**config.mk**
```make
export PLATFORM = sky130hd
export DESIGN_NAME = animation_player
export DESIGN_NICKNAME = d
export VERILOG_FILES = /design/src/logic/control_pkg.sv /design/src/logic/display_pkg.sv /design/src/logic/command_decoder.sv /design/src/logic/step_timer.sv /design/src/logic/frame_counters.sv /design/src/logic/frame_renderer.sv /design/src/logic/display_select.sv /design/src/logic/animation_player.sv
export SDC_FILE = /design/constraint.sdc
export NUM_CORES = 1
export LEC_CHECK = 0
export ABC_AREA = 1
export BUFFER_PORTS_ARGS = -buffer_cell sky130_fd_sc_hd__buf_2
export CORE_MARGIN = 2
export CORE_UTILIZATION = 53
export DETAILED_ROUTE_END_ITERATION = 8
export HOLD_SLACK_MARGIN = 0.08
export PLACE_DENSITY = 0.8
export SYNTH_ARGS = -nofsm -noshare
export SYNTH_HDL_FRONTEND = slang
export SYNTH_SLANG_ARGS = --single-unit
```
**constraint.sdc**
```tcl
create_clock -name clock -period 3 [get_ports clock]
set_input_delay 0.3 -clock clock [delete_from_list [all_inputs] [get_ports clock]]
set_output_delay 0.3 -clock clock [all_outputs]
set_load 0.01 [all_outputs]
```
**src/logic/control_pkg.sv**
```systemverilog
package control_pkg;

  // command codes on the command port
  typedef enum logic [2:0] {
    cmd_speed_up   = 3'd1,
    cmd_speed_down = 3'd2,
    cmd_show_1     = 3'd3,
    cmd_show_2     = 3'd4,
    cmd_show_3     = 3'd5
  } cmd_code_t;  // 0, 6 and 7 are ignored

  // frame period is tick_divide * 2^(level+1) clocks
  typedef logic [2:0] speed_level_t;  // 0 fastest, 7 slowest

  typedef enum logic [1:0] {
    anim_1    = 2'd0,
    anim_2    = 2'd1,
    anim_3    = 2'd2,
    anim_none = 2'd3  // blank outputs
  } anim_sel_t;

  localparam speed_level_t reset_level   = 3'd5;
  localparam speed_level_t speed_fastest = 3'd0;
  localparam speed_level_t speed_slowest = 3'd7;

endpackage

```
**src/logic/display_pkg.sv**
```systemverilog
package display_pkg;

  // active low, bit 0 = segment a ... bit 6 = segment g
  typedef logic [6:0] segments_t;

  typedef logic [9:0] led_bar_t;

  typedef logic [6:0] frame_t;  // widest counter is 7 bits

  localparam int digit_count = 6;

  localparam segments_t seg_blank  = 7'b1111111;
  localparam segments_t seg_full   = 7'b0000000;
  localparam segments_t seg_a_only = 7'b1111110;

  // gfedcba, low means lit
  localparam segments_t hex_font [16] = '{
    7'b1000000,  // 0
    7'b1111001,  // 1
    7'b0100100,  // 2
    7'b0110000,  // 3
    7'b0011001,  // 4
    7'b0010010,  // 5
    7'b0000010,  // 6
    7'b1111000,  // 7
    7'b0000000,  // 8
    7'b0010000,  // 9
    7'b0001000,  // A
    7'b0000011,  // b
    7'b1000110,  // C
    7'b0100001,  // d
    7'b0000110,  // E
    7'b0001110   // F
  };

endpackage

```
**src/logic/command_decoder.sv**
```systemverilog
`timescale 1ns/1ps

module command_decoder (
  input  logic                      clock,
  input  logic                      reset,
  input  logic                      cmd_strobe,
  input  control_pkg::cmd_code_t    cmd_code,
  output control_pkg::speed_level_t speed_level,
  output control_pkg::anim_sel_t    chosen_anim
);

  import control_pkg::*;

  // speed register, saturating at both ends
  always_ff @(posedge clock or negedge reset) begin
    if (!reset) begin
      speed_level <= reset_level;
    end else if (cmd_strobe) begin
      case (cmd_code)
        cmd_speed_up: begin
          if (speed_level != speed_fastest) begin
            speed_level <= speed_level - 3'd1;  // shorter period
          end
        end
        cmd_speed_down: begin
          if (speed_level != speed_slowest) begin
            speed_level <= speed_level + 3'd1;
          end
        end
        default: begin
        end
      endcase
    end
  end

  // last show command wins when several switches are on
  always_ff @(posedge clock or negedge reset) begin
    if (!reset) begin
      chosen_anim <= anim_1;
    end else if (cmd_strobe) begin
      case (cmd_code)
        cmd_show_1: chosen_anim <= anim_1;
        cmd_show_2: chosen_anim <= anim_2;
        cmd_show_3: chosen_anim <= anim_3;
        default: begin
        end
      endcase
    end
  end

endmodule

```
**src/logic/step_timer.sv**
```systemverilog
`timescale 1ns/1ps

module step_timer #(
  parameter int tick_divide = 500000
) (
  input  logic                      clock,
  input  logic                      reset,
  input  control_pkg::speed_level_t speed_level,
  output logic                      frame_step
);

  localparam int prescale_width = $clog2(tick_divide + 1);

  logic [prescale_width-1:0] prescale_count;
  logic [7:0]                base_count;  // base ticks seen so far
  logic [7:0]                step_mask;
  logic                      base_tick;

  assign base_tick = (prescale_count == prescale_width'(tick_divide - 1));

  // low speed_level+1 bits set, level 7 gives all eight
  assign step_mask = ~(8'hfe << speed_level);

  always_ff @(posedge clock or negedge reset) begin
    if (!reset) begin
      prescale_count <= '0;
    end else if (base_tick) begin
      prescale_count <= '0;
    end else begin
      prescale_count <= prescale_count + 1'b1;
    end
  end

  always_ff @(posedge clock or negedge reset) begin
    if (!reset) begin
      base_count <= '0;
    end else if (base_tick) begin
      base_count <= base_count + 8'd1;
    end
  end

  // fires on the tick that completes 2^(level+1) base ticks
  always_ff @(posedge clock or negedge reset) begin
    if (!reset) begin
      frame_step <= 1'b0;
    end else begin
      frame_step <= base_tick && ((base_count & step_mask) == step_mask);
    end
  end

endmodule

```
**src/logic/frame_counters.sv**
```systemverilog
`timescale 1ns/1ps

module frame_counters (
  input  logic                clock,
  input  logic                reset,
  input  logic                frame_step,
  input  logic [2:0]          switch_on,
  output display_pkg::frame_t frame_1,
  output display_pkg::frame_t frame_2,
  output display_pkg::frame_t frame_3
);

  import display_pkg::*;

  frame_t frames [3];

  for (genvar i = 0; i < 3; i++) begin : g_counter
    localparam int width = (i == 2) ? 7 : 5;  // animation 3 runs to 127

    logic [width-1:0] count;

    always_ff @(posedge clock or negedge reset) begin
      if (!reset) begin
        count <= '0;
      end else if (!switch_on[i]) begin
        count <= '0;  // held at zero while off
      end else if (frame_step) begin
        count <= count + 1'b1;  // wraps
      end
    end

    assign frames[i] = frame_t'(count);
  end

  assign frame_1 = frames[0];
  assign frame_2 = frames[1];
  assign frame_3 = frames[2];

endmodule

```
**src/logic/frame_renderer.sv**
```systemverilog
`timescale 1ns/1ps

module frame_renderer (
  input  display_pkg::frame_t      frame_1,
  input  display_pkg::frame_t      frame_2,
  input  display_pkg::frame_t      frame_3,
  output display_pkg::segments_t   anim_hex [3][display_pkg::digit_count],
  output display_pkg::led_bar_t    anim_led [3]
);

  import display_pkg::*;

  logic [2:0]  chase_pos;   // lit digit of the chase
  logic [3:0]  chase_led;
  logic [2:0]  fill_len;    // digits filled, 0..6
  logic [3:0]  fill_count;  // leds filled, 0..10
  logic [10:0] fill_bar;

  assign chase_pos  = 3'(frame_1 % 6);
  assign chase_led  = 4'(frame_1 % 10);
  assign fill_len   = 3'(frame_2 % 7);
  assign fill_count = 4'(frame_2 % 11);

  // one bit wider so a count of 10 lights the whole bar
  assign fill_bar = (11'd1 << fill_count) - 11'd1;

  always_comb begin
    for (int d = 0; d < digit_count; d++) begin
      anim_hex[0][d] = (d == chase_pos) ? seg_a_only : seg_blank;
      anim_hex[1][d] = (d < fill_len) ? seg_full : seg_blank;
      anim_hex[2][d] = seg_blank;
    end
    // counter display on the two right digits
    anim_hex[2][0] = hex_font[frame_3[3:0]];
    anim_hex[2][1] = hex_font[{1'b0, frame_3[6:4]}];
  end

  assign anim_led[0] = led_bar_t'(1) << chase_led;
  assign anim_led[1] = led_bar_t'(fill_bar);
  assign anim_led[2] = led_bar_t'(frame_3);  // binary frame number

endmodule

```
**src/logic/display_select.sv**
```systemverilog
`timescale 1ns/1ps

module display_select (
  input  logic [2:0]             switch_on,
  input  control_pkg::anim_sel_t chosen_anim,
  input  display_pkg::segments_t anim_hex [3][display_pkg::digit_count],
  input  display_pkg::led_bar_t  anim_led [3],
  output display_pkg::segments_t hex [display_pkg::digit_count],
  output display_pkg::led_bar_t  led
);

  import control_pkg::*;
  import display_pkg::*;

  anim_sel_t shown;

  // a single switch decides alone, several defer to the last show command
  always_comb begin
    case (switch_on)
      3'b000:  shown = anim_none;
      3'b001:  shown = anim_1;
      3'b010:  shown = anim_2;
      3'b100:  shown = anim_3;
      default: shown = chosen_anim;
    endcase
  end

  always_comb begin
    if (shown == anim_none) begin
      for (int d = 0; d < digit_count; d++) begin
        hex[d] = seg_blank;
      end
      led = '0;
    end else begin
      for (int d = 0; d < digit_count; d++) begin
        hex[d] = anim_hex[shown][d];
      end
      led = anim_led[shown];
    end
  end

endmodule

```
**src/logic/animation_player.sv**
```systemverilog
`timescale 1ns/1ps

module animation_player #(
  parameter int tick_divide = 500000  // clocks per base tick
) (
  input  logic                   clock,
  input  logic                   reset,
  input  logic [2:0]             switch_on,
  input  logic                   cmd_strobe,
  input  control_pkg::cmd_code_t cmd_code,
  output display_pkg::segments_t hex [display_pkg::digit_count],
  output display_pkg::led_bar_t  led
);

  import control_pkg::*;
  import display_pkg::*;

  speed_level_t speed_level;
  anim_sel_t    chosen_anim;
  logic         frame_step;
  frame_t       frame_1;
  frame_t       frame_2;
  frame_t       frame_3;
  segments_t    anim_hex [3][digit_count];
  led_bar_t     anim_led [3];

  command_decoder u_command_decoder (
    .clock       (clock),
    .reset       (reset),
    .cmd_strobe  (cmd_strobe),
    .cmd_code    (cmd_code),
    .speed_level (speed_level),
    .chosen_anim (chosen_anim)
  );

  step_timer #(
    .tick_divide (tick_divide)
  ) u_step_timer (
    .clock       (clock),
    .reset       (reset),
    .speed_level (speed_level),
    .frame_step  (frame_step)
  );

  frame_counters u_frame_counters (
    .clock      (clock),
    .reset      (reset),
    .frame_step (frame_step),
    .switch_on  (switch_on),
    .frame_1    (frame_1),
    .frame_2    (frame_2),
    .frame_3    (frame_3)
  );

  frame_renderer u_frame_renderer (
    .frame_1  (frame_1),
    .frame_2  (frame_2),
    .frame_3  (frame_3),
    .anim_hex (anim_hex),
    .anim_led (anim_led)
  );

  display_select u_display_select (
    .switch_on   (switch_on),
    .chosen_anim (chosen_anim),
    .anim_hex    (anim_hex),
    .anim_led    (anim_led),
    .hex         (hex),
    .led         (led)
  );

endmodule

```
# Word level (Yosys, flattened, before mapping)
# Memory sizes are Yosys's and may differ from the RTL's.
# Index checks and enable logic that the tools add are counted.
[totals] input_bits=9 memories=2 regBits=50 word_cells=105 ram_bits=0 romBits=224 latch_bits=0
[classes] order_cmp=9 reduce_logical=8 addsub=8 bitwise_logic=5 shift=3 eq_ne=22 n_mul=0 n_div=4 muxes=36
[memory_table] name="(no name shown)" words=16 word_bits=7 rd=1 rd_clocked_by_memory_dff=0 write_ports=0 line="frame_renderer.sv:34" text="anim_hex[2][0] = hex_font[frame_3[3:0]];"
[memory_table] name="(no name shown)" words=16 word_bits=7 rd=1 rd_clocked_by_memory_dff=0 write_ports=0 line="frame_renderer.sv:35" text="anim_hex[2][1] = hex_font[{1'b0, frame_3[6:4]}];"
[op_table] cell="2-to-1 mux 42 bit" n=3
[op_table] cell="binary-select mux 42 bit (select 2 bit)" n=1
[op_table] cell="2-to-1 mux 7 bit" n=12
[op_table] cell="remainder unit 5 x 3 -> 32 bit, second input constant" n=2
[op_table] cell="remainder unit 5 x 4 -> 32 bit, second input constant" n=2
[op_table] cell="2-to-1 mux 10 bit" n=3
[op_table] cell="binary-select mux 10 bit (select 2 bit)" n=1
[op_table] cell="2-to-1 mux 5 bit" n=4
[op_table] cell="left shift 1 x 4 -> 10 bit, first input constant" n=2
[op_table] cell="adder 19 x 1 -> 19 bit, second input constant" n=1
[op_table] cell="equality test 19 bit, second input constant" n=1
[op_table] cell="2-to-1 mux 19 bit" n=1
[op_table] cell="adder 5 x 1 -> 5 bit, second input constant" n=2
[op_table] cell="greater-or-equal comparator 5 bit, second input constant" n=2
[op_table] cell="inequality test 2 x 1 -> 1 bit, second input constant" n=5
[op_table] cell="subtractor 10 x 1 -> 10 bit, second input constant" n=1
[op_table] cell="equality test 3 x 2 -> 1 bit, second input constant" n=3
[op_table] cell="equality test 3 bit, second input constant" n=3
[op_table] cell="adder 8 x 1 -> 8 bit, second input constant" n=1
[op_table] cell="AND 8 bit" n=1
[op_table] cell="equality test 8 bit" n=1
[op_table] cell="inverter 8 bit" n=1
[op_table] cell="case mux 2 bit (4 select lines)" n=1
[op_table] cell="left shift 8 x 3 -> 8 bit, first input constant" n=1
[op_table] cell="26 further kinds" n=40

# Logic depth before layout (Yosys ltp)
[logic_depth] depth_word=8 ltp_mapped=26

# Cells and area by module
# From an unflattened synthesis, not the netlist that was laid out.
[hier_totals] cells_unflattened=1263 hier_area_um2=7657.3
[modules_own_cells] mod="frame_renderer" seq_area_each_um2=0.0 cells_each=574 n_inst=1 area_per_inst_um2=3324.4
[modules_own_cells] mod="step_timer" seq_area_each_um2=700.7 cells_each=241 n_inst=1 area_per_inst_um2=1749.2
[modules_own_cells] mod="display_select" seq_area_each_um2=0.0 cells_each=281 n_inst=1 area_per_inst_um2=1311.3
[modules_own_cells] mod="frame_counters" seq_area_each_um2=425.4 cells_each=109 n_inst=1 area_per_inst_um2=900.9
[modules_own_cells] mod="command_decoder" seq_area_each_um2=127.6 cells_each=58 n_inst=1 area_per_inst_um2=371.6

# Worst setup path after synthesis
# Ideal clock, no wire load.
[synth_timing] path_kind="flip-flop to output port" from="register u_frame_counters.g_counter[1].count[1]" to="output port led[6]" slack_ns=-0.051 t_required_ns=2.700 stages_incl_launch_ff=24 n_path_buf=0 arrival_ns=2.751 path_cell_list="dfrtp_1 -> ha_1 -> o21ai_1 -> nand2_1 -> nand2_1 -> nand2_1 -> inv_1 -> ha_1 -> inv_1 -> nand3_1 -> nand2_2 -> nand2_2 -> nand2_1 -> nand2_1 -> inv_2 -> nor2_1 -> nand4_1 -> ha_1 -> nand2_1 -> inv_2 -> nand2_1 -> nand3_1 -> nand2_1 -> nand2_1"
[synth_between] elab_chain_cells=7
[synth_rtl] element="start: declaration" line="frame_counters.sv:20" text="logic [width-1:0] count;"
[synth_rtl] element="start signal: assignment" line="frame_counters.sv:28" text="count <= count + 1'b1;"
[synth_rtl] element="remainder unit 5 x 4 -> 32 bit" line="frame_renderer.sv:22" text="assign fill_count = 4'(frame_2 % 11);"
[synth_rtl] element="left shift 1 x 4 -> 10 bit" line="frame_renderer.sv:25" text="assign fill_bar = (11'd1 << fill_count) - 11'd1;"
[synth_rtl] element="subtractor 10 x 1 -> 10 bit" line="frame_renderer.sv:25"
[synth_rtl] element="binary-select mux 10 bit (select 2 bit)" line="display_select.sv:38" text="led = anim_led[shown];"
[synth_rtl] element="2-to-1 mux 10 bit (not written as such) (2 in a row)" line="display_select.sv:38"
[synth_rtl] element="2-to-1 mux 10 bit" line="display_select.sv:29" text="if (shown == anim_none) begin"
[synth_rtl] element="end: declaration" line="animation_player.sv:12" text="output display_pkg::led_bar_t led"
# Every way passes these cells. The select of a mux whose other input is x is not followed.

# Worst setup path after layout
# Ends and elaborated chain as after synthesis.

==> impl_metrics.env <==
export IMPL_ys_types=43
export IMPL_r2r_slack_ps=760
export IMPL_row_count=33
export IMPL_outcome="finished with violations"
export IMPL_die_h_um=95.6
export IMPL_routed_wl_um=12300
export IMPL_placed_cell_area_um2=4990
export IMPL_diodes=0
export IMPL_final_common_cell="nand2_1"
export IMPL_p_leak_nw=2.99
export IMPL_rsz0062_at_grt="true"
export IMPL_whs_ps=175
export IMPL_timing_rr_end="u_step_timer.prescale_count[18]"
export IMPL_vias=4804
export IMPL_grt_ovfl_total=0
export IMPL_post_cts_hold_buffer_count=0
export IMPL_fin_ws_ps=-359
export IMPL_yosysSeqAreaShare=0.282
export IMPL_initial_core_util=0.544
export IMPL_yosysWarnings=0
export IMPL_worstPathRequired_ps=2700
export IMPL_path_class="register to output pin"
export IMPL_grt_pass1_vias=4423
export IMPL_mostFrequentLayoutCells="nand2_1 (116), inv_1 (83), nor2_1 (61)"
export IMPL_ys_ff_latch=50
export IMPL_core_area_um2=8180
export IMPL_hold_viol=0
export IMPL_die_area_um2=9140
export IMPL_busiest_layer="met2"
export IMPL_tightest_slew_ps=1070
export IMPL_cts_tree="yes"
export IMPL_cts_buffer_depth=2
export IMPL_synthCells=667
export IMPL_design_area_um2=5940
export IMPL_dp_hpwl_um=8520
export IMPL_rr_worst_depth=13
export IMPL_antenna_found_initial=0
export IMPL_min_period_ps=3360
export IMPL_path_clk_slew_ps=90
export IMPL_syn_area_per_cell_um2=6.66
export IMPL_cts_htree_levels=2
export IMPL_portBuffers=60
export IMPL_routedWlPerCell_um=14.1
export IMPL_arrival_ps=3060
export IMPL_setup_viol=51
export IMPL_hp_class="input pin to async pin"
export IMPL_drv_slew=0
export IMPL_place_congestion=0.912
export IMPL_cp_end_kind="output pin"
export IMPL_filler_cell_count=616
export IMPL_pin_count=61
export IMPL_use_met3=0.0292
export IMPL_nNetsFinal=813
export IMPL_cp_start_kind="register"
export IMPL_final_period_utilization=1.12
export IMPL_yosysTopAreaCell="dfrtp_1"
export IMPL_dr_pass1_iters=5
export IMPL_postRouteAntennaNets=0
export IMPL_clockRootBuffer="clkbuf_8"
export IMPL_p_per_area_nw_per_um2=250
export IMPL_synth_top_cells_by_area="dfrtp_1 (27%), nand2_1 (12%), ha_1 (9.6%)"
export IMPL_skew_ps=13.8
export IMPL_met2_usage=0.457
export IMPL_max_freq_ghz=0.298
export IMPL_drtIter0Drc=245
export IMPL_area_growth_syn_to_layout_pct=33.7
export IMPL_relSlewSlack=0.283
export IMPL_synthesis_area_um2=4450
export IMPL_drc=0
export IMPL_die_width_um=95.6
export IMPL_drive_gt1_frac=0.332
export IMPL_cts_sinks=50
export IMPL_ir_worst_vdd_mv=0.412
export IMPL_via_per_inst=5.49
export IMPL_r2r_start="u_step_timer.prescale_count[0]"
export IMPL_grt_pass1_wl_um=18700
export IMPL_cts_inserted_buffers=5
export IMPL_synth_nets=711
export IMPL_grt_max_degree=51
export IMPL_max_cap_violations=0
export IMPL_grt_usage=0.253
export IMPL_crit_path_max_fanout=5
export IMPL_yosysTopAreaCellShare=0.270
export IMPL_violations="negative setup slack"
export IMPL_clock_latency_ps=300
export IMPL_crit_start="u_frame_counters.g_counter[1].count[1]"
export IMPL_grt_util_met1=0.310
==> critical path, cell delays in order, from the launching register on <==
cell	delay, ps
dfrtp_2	450
ha_2	200
inv_2	70
nor2_2	40
nand2_2	80
nand2_2	60
buf_4	130
buf_4	140
nand2_1	70
nand2_2	60
inv_2	70
nand2_4	70
nand2_4	110
nand2_2	70
nand2_2	100
inv_2	60
nor2_4	80
nand4_1	150
ha_4	220
nand2_4	80
inv_2	50
nand2_1	70
nand3_1	70
nand2_1	70
nand2_1	50
buf_2	130
==> registers in the layout, summed over array words and instances, names as in the netlist <==
name	flops
u_step_timer.frame_step	1
u_command_decoder.chosen_anim	2
u_step_timer.base_count	8
u_frame_counters.frame_3	7
u_step_timer.prescale_count	19
u_command_decoder.speed_level	3
u_frame_counters.g_counter.count	10
==> final cells by class <==
type                       instances  area, µm²  area share
tap                              105        131      0.0221
multi-input combinational        486       3130       0.527
inverter                         106        419      0.0705
clock buffer                       6       82.6      0.0139
clock inverter                     2       12.5     0.00211
sequential                        50       1260       0.212
timing repair buffer             120        906       0.152
==> cells in the mapped netlist, drive strengths merged <==
library cell and n:
o21bai 4, xor2 7, nor2 73, dfstp 2, clkinv 2, ha 34, o21ai 49, nand4 7
nor3 10, inv 104, nand3 58, xnor2 6, a21o 1, a211oi 4, a2111oi 1, o21a 1
nand2 153, o32ai 1, and3 1, clkbuf 4, o22ai 7, a21oi 45, o31ai 1, o211ai 5
dfrtp 48, and2 1, or2 6, fa 1, buf 21, nor4 2, o221ai 3, a31oi 5
==> kinds of logic after synthesis <==
group                    after synthesis  synth area share
AO/OA/AOI/OAI                        127             0.164
buffers and inverters                131             0.128
AND/OR/NAND/NOR                      311             0.301
XOR/XNOR                              13            0.0256
adder cells (fa/ha/maj)               35             0.100
flip-flops                            50             0.282
==> report_power, final <==
| part | leakage, nW | internal (mW) | switching, mW |
|---|---|---|---|
| logic | 2.27 | 0.125 | 0.198 |
| registers | 0.664 | 0.711 | 0.0413 |
| clock network | 0.0472 | 0.186 | 0.224 |
| total | 2.99 | 1.02 | 0.463 |
==> layer usage <==
| metal | wire, µm | vias to the layer above |
|---|---|---|
| li1 | - | 2351 |
| met1 | 5130 | 2280 |
| met2 | 6320 | 137 |
| met3 | 488 | 36 |
| met4 | 414 | 0 |
| met5 | 0 | - |
==> worst max path at each step <==
stage / endpoint / cells after the start
after floorplan: led[6] / 23
after global placement: led[6] / 22
after detailed placement: led[6] / 24
after CTS: led[6] / 26
after global routing: led[6] / 26
final: led[6] / 25
==> metrics by stage <==
stage | std cells | worst slack (ps) | utilization | setup TNS, ps | total power [mW]
CTS | 865 | -281 | 0.662 | -3480 | 1.48
floorplan | 667 | 9.92 | - | 0 | 0.947
detailed placement | 844 | -157 | 0.610 | -439 | 1.07
global placement | 844 | 29.3 | 0.610 | 0 | 1.06
finish | 875 | -359 | 0.727 | -10850 | 1.48
global route | 875 | -591 | 0.727 | -18600 | 1.57
==> repair_timing <==
action	4_1_cts	5_1_grt
hold endpoints to repair	0	0
resized for setup	67	110
pin swaps	38	49
setup endpoints to repair	51	52
buffers inserted	13	12
No activity file was read; power rests on OpenSTA's default activity.
